<file path="src/hw/cpu16_pkg.sv">
package cpu16_pkg;

	////////////////////////////////////////////////////////////
	// Widths and basic types
	////////////////////////////////////////////////////////////

	localparam int WORD_W    = 16;
	localparam int REG_COUNT = 8;                   // General registers r0..r7
	localparam int REG_IDX_W = $clog2(REG_COUNT);

	typedef logic [WORD_W-1:0]    word_t;            // Data or instruction word
	typedef logic [REG_IDX_W-1:0] reg_idx_t;         // General register index
	typedef logic [4:0]           opcode_t;          // Major opcode, bits 15..11

	////////////////////////////////////////////////////////////
	// Major opcodes
	////////////////////////////////////////////////////////////

	localparam opcode_t OP_ADDIU       = 5'b01001;
	localparam opcode_t OP_ADDIU3      = 5'b01000;
	localparam opcode_t OP_B           = 5'b00010;
	localparam opcode_t OP_BEQZ        = 5'b00100;
	localparam opcode_t OP_BNEZ        = 5'b00101;
	localparam opcode_t OP_LI          = 5'b01101;
	localparam opcode_t OP_SHIFT       = 5'b00110; // SLL, SRA, SRL by bits 1..0
	localparam opcode_t OP_BTEQZ_GROUP = 5'b01100; // BTEQZ when bits 10..8 are zero
	localparam opcode_t OP_RRR         = 5'b11100; // ADDU, SUBU
	localparam opcode_t OP_RR          = 5'b11101; // AND, OR, CMP, JR
	localparam opcode_t OP_MOVE        = 5'b01111;
	localparam opcode_t OP_NOP         = 5'b00001;

	////////////////////////////////////////////////////////////
	// Enums
	////////////////////////////////////////////////////////////

	typedef enum logic [3:0] {
		ALU_ADD,
		ALU_SUB,
		ALU_AND,
		ALU_OR,
		ALU_SLL,
		ALU_SRA,
		ALU_SRL,
		ALU_PASS,    // Passes op2
		ALU_EQZ,     // Flag only
		ALU_NEZ,     // Flag only
		ALU_NEQ      // Flag only
	} alu_op_t;

	typedef enum logic [2:0] {
		RESET_WAIT,
		FETCH,
		WAIT_INSTR,
		EXECUTE,
		WRITEBACK
	} cpu_state_t;

	typedef enum logic [1:0] {
		PC_INC,      // pc + 1
		PC_COND,     // Branch when ALU flag set
		PC_BRANCH,   // Always branch
		PC_JUMP      // Load target
	} pc_act_t;

	////////////////////////////////////////////////////////////
	// Bundles
	////////////////////////////////////////////////////////////

	typedef struct packed {
		alu_op_t  alu_op;
		reg_idx_t rs;
		reg_idx_t rt;
		reg_idx_t rd;
		logic     reg_we;
		logic     t_we;
		logic     op2_imm;   // Operand two from imm, else rt
		word_t    imm;       // Extended immediate, offset or jump target
		pc_act_t  pc_act;
	} decode_t;

	typedef struct packed {
		word_t    pc;
		logic     reg_we;
		reg_idx_t rd;
		word_t    rd_value;
		logic     t_we;
		logic     t_value;
	} retire_t;

endpackage
</file>
<file path="src/hw/cpu16_core.sv">
module cpu16_core (
	input  logic                clk,
	input  logic                arst_n,
	output logic                fetch_req,
	output cpu16_pkg::word_t    fetch_addr,
	input  logic                instr_valid,
	input  cpu16_pkg::word_t    instr,
	output logic                retire_valid,
	output cpu16_pkg::retire_t  retire
);
	import cpu16_pkg::*;

	decode_t dec;
	word_t   rs_value;
	word_t   rt_value;
	word_t   alu_op2;
	word_t   alu_res;
	logic    alu_flag;
	logic    t_value;
	logic    reg_we;
	logic    t_we;
	logic    pc_step;
	logic    branch_taken;
	logic    pc_jump;

	assign alu_op2 = dec.op2_imm ? dec.imm : rt_value;  // Operand two select
	assign pc_jump = (dec.pc_act == PC_JUMP);

	control_fsm control_fsm_inst (
		.clk          (clk),
		.arst_n       (arst_n),
		.instr_valid  (instr_valid),
		.instr        (instr),
		.rs_value     (rs_value),
		.t_value      (t_value),
		.alu_res      (alu_res),
		.alu_flag     (alu_flag),
		.pc           (fetch_addr),
		.fetch_req    (fetch_req),
		.dec          (dec),
		.reg_we       (reg_we),
		.t_we         (t_we),
		.pc_step      (pc_step),
		.branch_taken (branch_taken),
		.retire_valid (retire_valid),
		.retire       (retire)
	);

	// Writeback data comes straight from the retire record
	reg_file reg_file_inst (
		.clk      (clk),
		.arst_n   (arst_n),
		.rs       (dec.rs),
		.rt       (dec.rt),
		.rs_value (rs_value),
		.rt_value (rt_value),
		.we       (reg_we),
		.rd       (retire.rd),
		.wd       (retire.rd_value),
		.t_we     (t_we),
		.t_wd     (retire.t_value),
		.t_value  (t_value)
	);

	alu alu_inst (
		.op   (dec.alu_op),
		.op1  (rs_value),
		.op2  (alu_op2),
		.res  (alu_res),
		.flag (alu_flag)
	);

	pc_unit pc_unit_inst (
		.clk          (clk),
		.arst_n       (arst_n),
		.step         (pc_step),
		.branch_taken (branch_taken),
		.jump         (pc_jump),
		.offset       (dec.imm),
		.target       (dec.imm),   // JR target is carried in imm
		.pc           (fetch_addr)
	);

endmodule

</file>
<file path="src/hw/control_fsm.sv">
module control_fsm (
	input  logic                clk,
	input  logic                arst_n,
	input  logic                instr_valid,
	input  cpu16_pkg::word_t    instr,
	input  cpu16_pkg::word_t    rs_value,
	input  logic                t_value,
	input  cpu16_pkg::word_t    alu_res,
	input  logic                alu_flag,
	input  cpu16_pkg::word_t    pc,
	output logic                fetch_req,
	output cpu16_pkg::decode_t  dec,
	output logic                reg_we,
	output logic                t_we,
	output logic                pc_step,
	output logic                branch_taken,
	output logic                retire_valid,
	output cpu16_pkg::retire_t  retire
);
	import cpu16_pkg::*;

	cpu_state_t state;
	cpu_state_t state_next;
	word_t      instr_q;     // Instruction in flight
	word_t      res_q;       // ALU result from EXECUTE
	logic       flag_q;
	logic       taken_q;

	////////////////////////////////////////////////////////////
	// Sequencing
	////////////////////////////////////////////////////////////

	always_comb begin
		state_next = state;
		case (state)
			RESET_WAIT: state_next = FETCH;
			FETCH:      state_next = WAIT_INSTR;
			WAIT_INSTR: if (instr_valid) state_next = EXECUTE;
			EXECUTE:    state_next = WRITEBACK;
			WRITEBACK:  state_next = FETCH;
			default:    state_next = RESET_WAIT;
		endcase
	end

	always_ff @(posedge clk or negedge arst_n) begin
		if (!arst_n) begin
			state   <= RESET_WAIT;
			taken_q <= 1'b0;
		end else begin
			state <= state_next;
			if (state == EXECUTE) begin
				taken_q <= (dec.pc_act == PC_BRANCH) ||
					((dec.pc_act == PC_COND) && alu_flag);
			end
		end
	end

	always_ff @(posedge clk) begin
		if (state == WAIT_INSTR && instr_valid) begin
			instr_q <= instr;              // Late pulses are dropped
		end
		if (state == EXECUTE) begin
			res_q  <= alu_res;
			flag_q <= alu_flag;
		end
	end

	////////////////////////////////////////////////////////////
	// Decode
	////////////////////////////////////////////////////////////

	always_comb begin
		dec         = '0;
		dec.alu_op  = ALU_PASS;
		dec.rs      = instr_q[10:8];     // rx
		dec.rt      = instr_q[7:5];      // ry
		dec.rd      = instr_q[10:8];
		dec.pc_act  = PC_INC;
		case (instr_q[15:11])
			OP_ADDIU: begin
				dec.alu_op  = ALU_ADD;
				dec.op2_imm = 1'b1;
				dec.imm     = {{8{instr_q[7]}}, instr_q[7:0]};
				dec.reg_we  = 1'b1;
			end
			OP_ADDIU3: begin
				dec.alu_op  = ALU_ADD;
				dec.op2_imm = 1'b1;
				dec.imm     = {{12{instr_q[3]}}, instr_q[3:0]};
				dec.rd      = instr_q[7:5];  // ry = rx + imm
				dec.reg_we  = 1'b1;
			end
			OP_LI: begin
				dec.op2_imm = 1'b1;
				dec.imm     = {8'b0, instr_q[7:0]};  // Zero extended
				dec.reg_we  = 1'b1;
			end
			OP_MOVE: begin
				if (instr_q[4:0] == 5'b00000) begin
					dec.reg_we = 1'b1;           // rx = ry through op2
				end
			end
			OP_SHIFT: begin
				dec.rs      = instr_q[7:5];      // Shift source is ry
				dec.op2_imm = 1'b1;
				dec.imm     = {13'b0, instr_q[4:2]};
				dec.reg_we  = (instr_q[1:0] != 2'b01);
				case (instr_q[1:0])
					2'b00:   dec.alu_op = ALU_SLL;
					2'b11:   dec.alu_op = ALU_SRA;
					2'b10:   dec.alu_op = ALU_SRL;
					default: dec.alu_op = ALU_PASS;
				endcase
			end
			OP_RRR: begin
				dec.rd     = instr_q[4:2];   // rz
				dec.reg_we = instr_q[0];     // 01 ADDU, 11 SUBU
				dec.alu_op = instr_q[1] ? ALU_SUB : ALU_ADD;
			end
			OP_RR: begin
				if (instr_q[7:0] == 8'b00000000) begin
					dec.pc_act = PC_JUMP;       // JR
					dec.imm    = rs_value;
				end else if (instr_q[4:0] == 5'b01100) begin
					dec.alu_op = ALU_AND;
					dec.reg_we = 1'b1;
				end else if (instr_q[4:0] == 5'b01101) begin
					dec.alu_op = ALU_OR;
					dec.reg_we = 1'b1;
				end else if (instr_q[4:0] == 5'b01010) begin
					dec.alu_op = ALU_NEQ;       // CMP
					dec.t_we   = 1'b1;
				end
			end
			OP_B: begin
				dec.pc_act = PC_BRANCH;
				dec.imm    = {{5{instr_q[10]}}, instr_q[10:0]};
			end
			OP_BEQZ, OP_BNEZ: begin
				dec.alu_op = instr_q[11] ? ALU_NEZ : ALU_EQZ;
				dec.pc_act = PC_COND;
				dec.imm    = {{8{instr_q[7]}}, instr_q[7:0]};
			end
			OP_BTEQZ_GROUP: begin
				if (instr_q[10:8] == 3'b000) begin
					// T is resolved here rather than in the ALU
					dec.pc_act = t_value ? PC_INC : PC_BRANCH;
					dec.imm    = {{8{instr_q[7]}}, instr_q[7:0]};
				end
			end
			OP_NOP: begin
				dec.alu_op = ALU_PASS;
			end
			default: begin
				dec.alu_op = ALU_PASS;       // Unsupported, retires as NOP
			end
		endcase
	end

	////////////////////////////////////////////////////////////
	// Strobes and retire
	////////////////////////////////////////////////////////////

	assign fetch_req    = (state == FETCH);
	assign retire_valid = (state == WRITEBACK);
	assign pc_step      = retire_valid;
	assign reg_we       = retire_valid && dec.reg_we;
	assign t_we         = retire_valid && dec.t_we;
	assign branch_taken = taken_q;

	always_comb begin
		retire.pc       = pc;
		retire.reg_we   = dec.reg_we;
		retire.rd       = dec.rd;
		retire.rd_value = res_q;
		retire.t_we     = dec.t_we;
		retire.t_value  = dec.t_we ? flag_q : t_value;  // T after this instruction
	end

endmodule

</file>
<file path="src/hw/pc_unit.sv">
module pc_unit (
	input  logic             clk,
	input  logic             arst_n,
	input  logic             step,
	input  logic             branch_taken,
	input  logic             jump,
	input  cpu16_pkg::word_t offset,
	input  cpu16_pkg::word_t target,
	output cpu16_pkg::word_t pc
);
	import cpu16_pkg::*;

	word_t pc_inc;
	word_t pc_next;

	assign pc_inc = pc + word_t'(1);

	always_comb begin
		if (jump) begin
			pc_next = target;                // JR
		end else if (branch_taken) begin
			pc_next = pc_inc + offset;       // Relative to the next instruction
		end else begin
			pc_next = pc_inc;
		end
	end

	always_ff @(posedge clk or negedge arst_n) begin
		if (!arst_n) begin
			pc <= '0;
		end else if (step) begin
			pc <= pc_next;
		end
	end

endmodule

</file>
<file path="src/hw/reg_file.sv">
module reg_file (
	input  logic                clk,
	input  logic                arst_n,
	input  cpu16_pkg::reg_idx_t rs,
	input  cpu16_pkg::reg_idx_t rt,
	output cpu16_pkg::word_t    rs_value,
	output cpu16_pkg::word_t    rt_value,
	input  logic                we,
	input  cpu16_pkg::reg_idx_t rd,
	input  cpu16_pkg::word_t    wd,
	input  logic                t_we,
	input  logic                t_wd,
	output logic                t_value
);
	import cpu16_pkg::*;

	word_t regs [REG_COUNT];

	// Asynchronous reads
	assign rs_value = regs[rs];
	assign rt_value = regs[rt];

	always_ff @(posedge clk or negedge arst_n) begin
		if (!arst_n) begin
			for (int i = 0; i < REG_COUNT; i++) begin
				regs[i] <= '0;
			end
		end else if (we) begin
			regs[rd] <= wd;
		end
	end

	// T register, written only by CMP
	always_ff @(posedge clk or negedge arst_n) begin
		if (!arst_n) begin
			t_value <= 1'b0;
		end else if (t_we) begin
			t_value <= t_wd;
		end
	end

endmodule

</file>
<file path="src/hw/alu.sv">
module alu (
	input  cpu16_pkg::alu_op_t op,
	input  cpu16_pkg::word_t   op1,
	input  cpu16_pkg::word_t   op2,
	output cpu16_pkg::word_t   res,
	output logic               flag
);
	import cpu16_pkg::*;

	logic [3:0] sh_amt;
	logic [WORD_W:0] sum;      // Carry in the top bit
	logic [WORD_W:0] diff;     // Borrow in the top bit

	// A shift field of zero stands for eight
	assign sh_amt = (op2[3:0] == 4'd0) ? 4'd8 : op2[3:0];

	assign sum  = {1'b0, op1} + {1'b0, op2};
	assign diff = {1'b0, op1} - {1'b0, op2};

	////////////////////////////////////////////////////////////
	// Result and flag
	////////////////////////////////////////////////////////////

	always_comb begin
		res  = '0;
		flag = 1'b0;
		case (op)
			ALU_ADD: begin
				res  = sum[WORD_W-1:0];
				flag = sum[WORD_W];             // Carry out
			end
			ALU_SUB: begin
				res  = diff[WORD_W-1:0];
				flag = diff[WORD_W];            // Borrow out
			end
			ALU_AND: begin
				res = op1 & op2;
			end
			ALU_OR: begin
				res = op1 | op2;
			end
			ALU_SLL: begin
				res = op1 << sh_amt;
			end
			ALU_SRA: begin
				res = word_t'($signed(op1) >>> sh_amt);  // Keeps the sign
			end
			ALU_SRL: begin
				res = op1 >> sh_amt;
			end
			ALU_PASS: begin
				res = op2;                      // LI and MOVE
			end
			ALU_EQZ: begin
				flag = (op1 == '0);             // BEQZ
			end
			ALU_NEZ: begin
				flag = (op1 != '0);             // BNEZ
			end
			ALU_NEQ: begin
				flag = (op1 != op2);            // CMP writes this to T
			end
			default: begin
				res  = '0;
				flag = 1'b0;
			end
		endcase
	end

endmodule

</file>
<file path="config.mk">
export PLATFORM = sky130hd
export DESIGN_NAME = cpu16_core
export DESIGN_NICKNAME = d
export VERILOG_FILES = /design/src/hw/cpu16_pkg.sv /design/src/hw/cpu16_core.sv /design/src/hw/control_fsm.sv /design/src/hw/pc_unit.sv /design/src/hw/reg_file.sv /design/src/hw/alu.sv
export SDC_FILE = /design/constraint.sdc
export NUM_CORES = 1
export LEC_CHECK = 0
export BUFFER_PORTS_ARGS = -buffer_cell sky130_fd_sc_hd__buf_2
export CAP_MARGIN = 40
export CORE_UTILIZATION = 63
export CTS_CLUSTER_DIAMETER = 200
export DETAILED_ROUTE_END_ITERATION = 16
export GPL_TIMING_DRIVEN = 0
export PLACE_DENSITY_LB_ADDON = 0.2
export SYNTH_ARGS = -nofsm -noshare
export SYNTH_HDL_FRONTEND = slang
export SYNTH_SLANG_ARGS = --single-unit
export TNS_END_PERCENT = 1
</file>
<file path="constraint.sdc">
create_clock -name clk -period 7 [get_ports clk]
set_input_delay 1.75 -clock clk [delete_from_list [all_inputs] [get_ports clk]]
set_output_delay 1.75 -clock clk [all_outputs]
set_load 0.05 [all_outputs]
</file>
# After elaboration in Yosys (flattened, before gate mapping)
# Cells that the tools add are included.
# totals
word_cells	131
regBits	182
input_bits	19
out_inout_bits	56
# classes
bitwise_logic	5
add_sub_neg	4
n_eq_ne	36
n_mux	43
shift	3
order_cmp	4
n_reduce_logical	21
# ops
op	n
128-bit bitwise mux	1
16-bit two-way mux	8
16-bit one-hot mux with 8 select lines	1
16-bit one-hot mux with 7 select lines	1
16-bit binary-select mux with 3-bit select	2
16-bit demux with 3-bit select	1
5-bit by 4-bit == test with 1-bit output (second input constant)	8
18-bit two-way mux	2
4-bit two-way mux	5
4-bit one-hot mux with 5 select lines	1
16-bit by 16-bit adder with 17-bit output	1
16-bit by 16-bit subtractor with 17-bit output	1
16-bit by 1-bit adder with 16-bit output (second input constant)	1
16-bit adder	1
16-bit AND	1
4-bit by 3-bit == test with 1-bit output (second input constant)	4
16-bit logical NOT	1
16-bit != test	1
16-bit bitwise OR	1
16-bit nonzero test	1
16-bit by 4-bit << shifter with 16-bit output	1
16-bit by 4-bit right shift with 16-bit output	1
16-bit by 4-bit >>> shifter with 16-bit output	1
5-bit by 3-bit == test with 1-bit output (second input constant)	3
other kinds (33)	67

# Depth between registers and ports, before layout
# logic_depth
depth_word	13
depth_mapped	24
mapped_depth_nobuf	20

# Modules after synthesis
# Synthesis repeated with hierarchy kept, for this count alone.
# unflattened
hier_cells	1495
area_unflattened_um2	15617.5
# by_module_without_submodules
mod	cells_each	area_each_um2	n_inst	seq_area_each_um2
reg_file	395	7035.5	1	3228.1
alu	618	4048.9	1	0.0
control_fsm	213	2229.6	1	1091.0
pc_unit	250	2048.2	1	400.4
cpu16_core	19	255.2	1	0.0

# Worst setup path after synthesis
# OpenSTA, ideal clock, no wires.
# synth_timing
path_kind	flip-flop to flip-flop
from	reg control_fsm_inst.instr_q[5]
to	reg control_fsm_inst.res_q[15], data pin
stages_incl_launch_ff	21
t_required_ns	6.735
path_buffers	5
t_arrival_ns	4.681
slack_ns	2.055
setup_ns	0.265
period_less_slack_ns	4.945
cell_sequence	edfxtp_1 -> buf_2 -> buf_2 -> buf_2 -> buf_1 -> buf_1 -> mux4_2 -> mux2i_1 -> nor2_1 -> a21o_1 -> ha_1 -> o21ai_0 -> nand2b_1 -> nand3_1 -> o311ai_0 -> o211ai_1 -> o21ai_0 -> a211o_1 -> o22ai_1 -> a21oi_1 -> nand4_1
# synth_between
elab_chain_len	12
elab_cells_between_ends	34
cone_classes	add/sub: 2; eq/ne: 7; shift: 3; mux: 15; bitwise: 4; reduce/logical: 3
# synth_rtl
element	line	text
start, declared	control_fsm.sv:24	word_t instr_q;
start signal, assigned	control_fsm.sv:60	instr_q <= instr;
parallel branches: the longest is 11 deep, another holds 16-bit by 16-bit subtractor with 17-bit output	--	
16-bit one-hot mux with 8 select lines *	alu.sv:27	case (op)
end signal, assigned	control_fsm.sv:63	res_q <= alu_res;
end, declared	control_fsm.sv:25	word_t res_q;
# Every way passes the cells marked *. The select of a mux whose other input is x is not followed.
# A chain may end at the register's enable or synchronous reset.

# Worst setup path after layout
# layout_timing
from	reg control_fsm_inst.instr_q[11]
to	reg control_fsm_inst.res_q[15], data pin
# layout_between
elab_chain_len	13
elab_cells_between_ends	43
cone_classes	add/sub: 2; eq/ne: 17; shift: 3; mux: 12; bitwise: 3; reduce/logical: 6
# layout_rtl
element	line
parallel branches: the longest is 12 deep, another holds 16-bit by 16-bit subtractor with 17-bit output	--
16-bit one-hot mux with 8 select lines *	alu.sv:27
# Marked as above.

==> impl_summary.md <==
Outcome
The flow ran to the end, and the final reports show no timing, DRC or antenna violations.

Floorplan
The number of rows in the core area is 56. 75 I/O pins were placed. From bottom edge to top edge, the die measures 157 µm.

The initial cell density of the core is 64.6%. The die is 157 µm wide. The floorplan die area is 24800 µm². The floorplan core area is 23500 µm².

Detailed routing
The met3 wire length is 7490 µm. The via count is 15133. After the first detailed-routing iteration, the DRC count stood at 2399. After detailed routing, the met2 layer carries 23900 µm of wire.

The total iterations of the first detailed-routing run is 7. The length of routed wiring on met1 is 21500 µm. The average detailed-routed wire length per instance is 27.2 µm. The aggregate routed wire length is 56400 µm. After detailed routing, the number of remaining DRC violations is 0.

Dividing the detail-routed via count by the number of cells gives 7.29. Once detail routing completed, the nets flagged for antenna violations numbered 0. The highest metal layer used by the detailed router is met4.

Synthesis
In the synthesized netlist the dominant register cell turns out to be sky130_fd_sc_hd__dfrtp_1. The synthesized design contains 33 enable-type register cells. In this run, distinct cell masters in the synthesized netlist total 88. The netlist area before placement is 15200 µm². For this run, asynchronously set or reset flops after synthesis account for 81.9%. A synthesized cell averages 9.28 µm². The number of nets in the synthesized netlist is 1731.

The fraction of post-synthesis cell area in the top cell type by area is 24.5%. The number of instances in the synthesized netlist is 1639. The share of the Yosys chip area taken by registers is 31.0%. Counting flops and latches in the post-synthesis netlist gives 182. The largest area contributor in the synthesized netlist is sky130_fd_sc_hd__dfrtp_1. The most instantiated library cell after synthesis is sky130_fd_sc_hd__dfrtp_1. The number of warnings reported in the yosys synthesis log is 0.

After synthesis, the cell types taking the most area are sky130_fd_sc_hd__dfrtp_1, sky130_fd_sc_hd__mux2_2, sky130_fd_sc_hd__edfxtp_1. By count the netlist is led by sky130_fd_sc_hd__dfrtp_1, sky130_fd_sc_hd__mux2_2, sky130_fd_sc_hd__nand2_1, sky130_fd_sc_hd__o21ai_0, sky130_fd_sc_hd__mux2i_1.

Finish
Counting the fill cells in the layout gives 1848. The number of antenna cells inserted is 0. The layout cell share with drive strength beyond 1 is 21.1%. Relative to the synthesized area, the layout overhead comes to 10.3%. The non-filler instance count after layout is 2076. The total number of nets in the final design is 1836. Summing all flip-flop and latch instances after layout gives 4720 µm². The combined area of the multi-input logic cells is 9650 µm².

Worst setup path
For the worst flop-to-flop path, the logic depth is 22. The worst-path cell with the longest stage delay is sky130_fd_sc_hd__clkbuf_1. Traced cell by cell, the critical path runs through buf_4, or3b_1, buf_2, o21ai_4, nand2_2, buf_6, nor2_2, a221o_1, clkbuf_1, o21ai_1, a21o_1, ha_1, o21ai_0, nand2b_1, nand3_1, o311ai_0, o211ai_1, o21ai_0, a211o_1, o22ai_1, a21oi_1, nand4_1. The worst flop-to-flop path endpoint is control_fsm_inst.res_q[15]$_SDFFCE_PN0P_. The type of the worst setup path is reg -> reg.

On the worst path, the slowest cell contributes a delay of 580 ps. In this run the register-to-register setup slack is 150 ps. The cell that appears most often on the critical path is sky130_fd_sc_hd__o21ai_0. The kind of launch point of the worst setup path is a flip-flop. The required time of the critical path is 7190 ps. In this run the worst path has a maximum fanout of 10. The worst flop-to-flop path startpoint is control_fsm_inst.instr_q[11]$_DFFE_PP_. The worst setup path is captured at a flip-flop. The arrival time of data at the critical path endpoint is 7030 ps.

Clock network
The later-pin clock latency in the skew report is 460 ps. The tree is rooted in a sky130_fd_sc_hd__clkbuf_16. In this run the number of H-tree levels came out at 4. TritonCTS built the clock tree.

The clock transition at the register clock pins on the worst setup and hold paths after CTS is 80 ps. The hold buffer count at cts is 0. The buffer depth of the longest clock path is 2.

The CTS buffer count is 17. The count of clock tree sinks is 182.

Power and ir drop
Registers are responsible for 28.3% of the overall power. The cell-internal power is 0.00283 W. The cell area power density is 336 nW/µm². VDD sags by at most 0.000190 V. The clock network burns 18.2% of the power. In this run the power spent charging and discharging nets is 0.00281 W. In this run switching power makes up 49.9% of total power. The relative contribution of combinational cells to total power is 53.5%. The static leakage is 7.48 nW.

GRT
The pin count of the biggest net entering global routing is 98. The first global-routing pass estimated 84200 µm of wire. In the global route stage, overall resource usage came out at 46.0%. The number of global-route vias before repair was 14134.

The overall overflow remaining after global route is 0. The initial antenna violation count is 0.

STA
The worst-case clock skew is 22.2 ps. The share of the clock period used by the worst path after layout is 97.8%. Setup repair after global routing left no endpoint under its margin. Setup violations remaining at the end of the flow were counted as 0. The maximum frequency from static timing analysis is 0.146 GHz. The final period demand of the worst path is 6850 ps. The slew at the pin closest to its max-slew limit is 1100 ps. The normalized max-slew margin is 25.9%.

The total count of hold-check failures in the final report is 0. Hold is met by 530 ps. The final number of max-transition violations is 0.

Placement
The number of buffers inserted by port buffering is 74. Once detailed placement completed, the half-perimeter wirelength came to 40500 µm. The number of cells in the design after placement is 2043. The congestion estimate from routability-driven global placement came to 1.04.

Worst hold path
The path with the worst hold slack has its endpoint at reg_file_inst.regs[3]$_DFFE_PN0P_. The kind of path behind the tightest hold check is reg -> reg. The startpoint of the worst hold path is reg_file_inst.regs[3]$_DFFE_PN0P_. The instance count along the most critical hold path is 1.

Job
The reported max-cap violation count is 0.
-- through the flow --
stage	worst slack [ps]	util, %	setup TNS, ps	instance area, µm²	power [W]
global placement	179	67.9	0	16000	0.00440
detailed placement	-87.8	68.5	-87.8	16100	0.00449
finish	155	71.2	0	16800	0.00564
CTS	111	71.2	0	16800	0.00550
floorplan	2050	-	0	15200	0.00360
global route	17.0	71.2	0	16800	0.00587
-- power groups by stage --
stage | Combinational (W) | Clock (W) | Sequential [W]
finish | 0.00302 | 0.00103 | 0.00160
global route | 0.00319 | 0.00106 | 0.00162
CTS | 0.00291 | 0.00101 | 0.00158
detailed placement | 0.00289 | 0 | 0.00160
global placement | 0.00282 | 0 | 0.00159
floorplan | 0.00189 | 0 | 0.00171
-- layout make-up --
| cell class | instances | area share [%] |
|---|---|---|
| Buffer | 138 | 3.99 |
| Clock buffer | 18 | 2.62 |
| Clock inverter | 14 | 1.04 |
| Inverter | 55 | 1.23 |
| Multi-Input combinational cell | 1263 | 57.5 |
| Sequential cell | 182 | 28.1 |
| Tap cell | 319 | 2.38 |
| Timing Repair Buffer | 87 | 3.08 |
-- critical path, delay by kind of cell (launching register included) --
family | cells | cell delay, ps
compound gates | 11 | 3150
simple gates | 6 | 1460
flops | 1 | 390
buf+inv | 4 | 1140
fa+ha+maj | 1 | 420
-- per-layer routing --
metal | vias to the layer above | global-route usage (%)
met5 | - | 0
met4 | 0 | 27.2
met3 | 295 | 12.7
met2 | 1280 | 66.6
met1 | 7200 | 61.1
li1 | 6358 | -
-- registers in the layout, summed over array words and instances (netlist names) --
register,cells
control_fsm_inst.branch_taken,1
control_fsm_inst.instr_q,16
reg_file_inst.regs,128
control_fsm_inst.flag_q,1
reg_file_inst.t_value,1
control_fsm_inst.res_q,16
control_fsm_inst.state,3
pc_unit_inst.pc,16
-- what timing repair did --
item	in CTS	in global routing
pin swaps	0	0
hold endpoints to repair	0	0
buffers inserted	0	0
endpoints found under the setup margin	1	5
cloned	0	0
gates resized for setup	2	10
-- how the worst max path moves through the flow --
stage                                      startpoint                                       end  slack [ps]  cells past startpoint
2_1_floorplan   control_fsm_inst.instr_q[5]$_DFFE_PP_  control_fsm_inst.res_q[15]$_SDFFCE_PN0P_        2050                     20
5_1_grt         control_fsm_inst.instr_q[9]$_DFFE_PP_  control_fsm_inst.res_q[15]$_SDFFCE_PN0P_          20                     18
3_3_place_gp    control_fsm_inst.instr_q[6]$_DFFE_PP_  control_fsm_inst.res_q[15]$_SDFFCE_PN0P_         180                     20
3_5_place_dp    control_fsm_inst.instr_q[6]$_DFFE_PP_  control_fsm_inst.res_q[15]$_SDFFCE_PN0P_         -90                     20
4_1_cts         control_fsm_inst.instr_q[9]$_DFFE_PP_  control_fsm_inst.res_q[15]$_SDFFCE_PN0P_         110                     19
6_report       control_fsm_inst.instr_q[11]$_DFFE_PP_  control_fsm_inst.res_q[15]$_SDFFCE_PN0P_         150                     22
-- kinds of logic after synthesis --
group / count (synthesis) / share of synthesized area, %
flip-flops: 182 / 31.0
AO/OA/AOI/OAI: 458 / 20.9
XOR/XNOR: 33 / 1.90
adder cells (fa/ha/maj): 73 / 6.15
AND/OR/NAND/NOR: 444 / 14.6
multiplexers: 255 / 19.7
buffers and inverters: 194 / 5.73
-- placed cells by master, fill, tap and decap left out, drive strengths merged, types with 13 or more instances in the layout --
master | synthesis | final
buf | 72 | 153
dfrtp | 149 | 149
mux2 | 136 | 136
nand2 | 136 | 136
o21ai | 105 | 105
mux2i | 97 | 97
a21oi | 92 | 92
nor2 | 90 | 90
clkbuf | 67 | 87
ha | 70 | 70
inv | 52 | 59
nand2b | 52 | 52
nand3 | 41 | 41
a211oi | 39 | 39
edfxtp | 33 | 33
nor3 | 24 | 24
a221o | 24 | 24
a311oi | 22 | 22
mux4 | 22 | 22
xnor2 | 20 | 20
nor2b | 19 | 19
a31oi | 18 | 18
o211ai | 15 | 15
a32o | 14 | 14
nand4 | 14 | 14
o221ai | 14 | 14
xor2 | 13 | 13
Note: power is estimated with default switching activity, not from simulation.
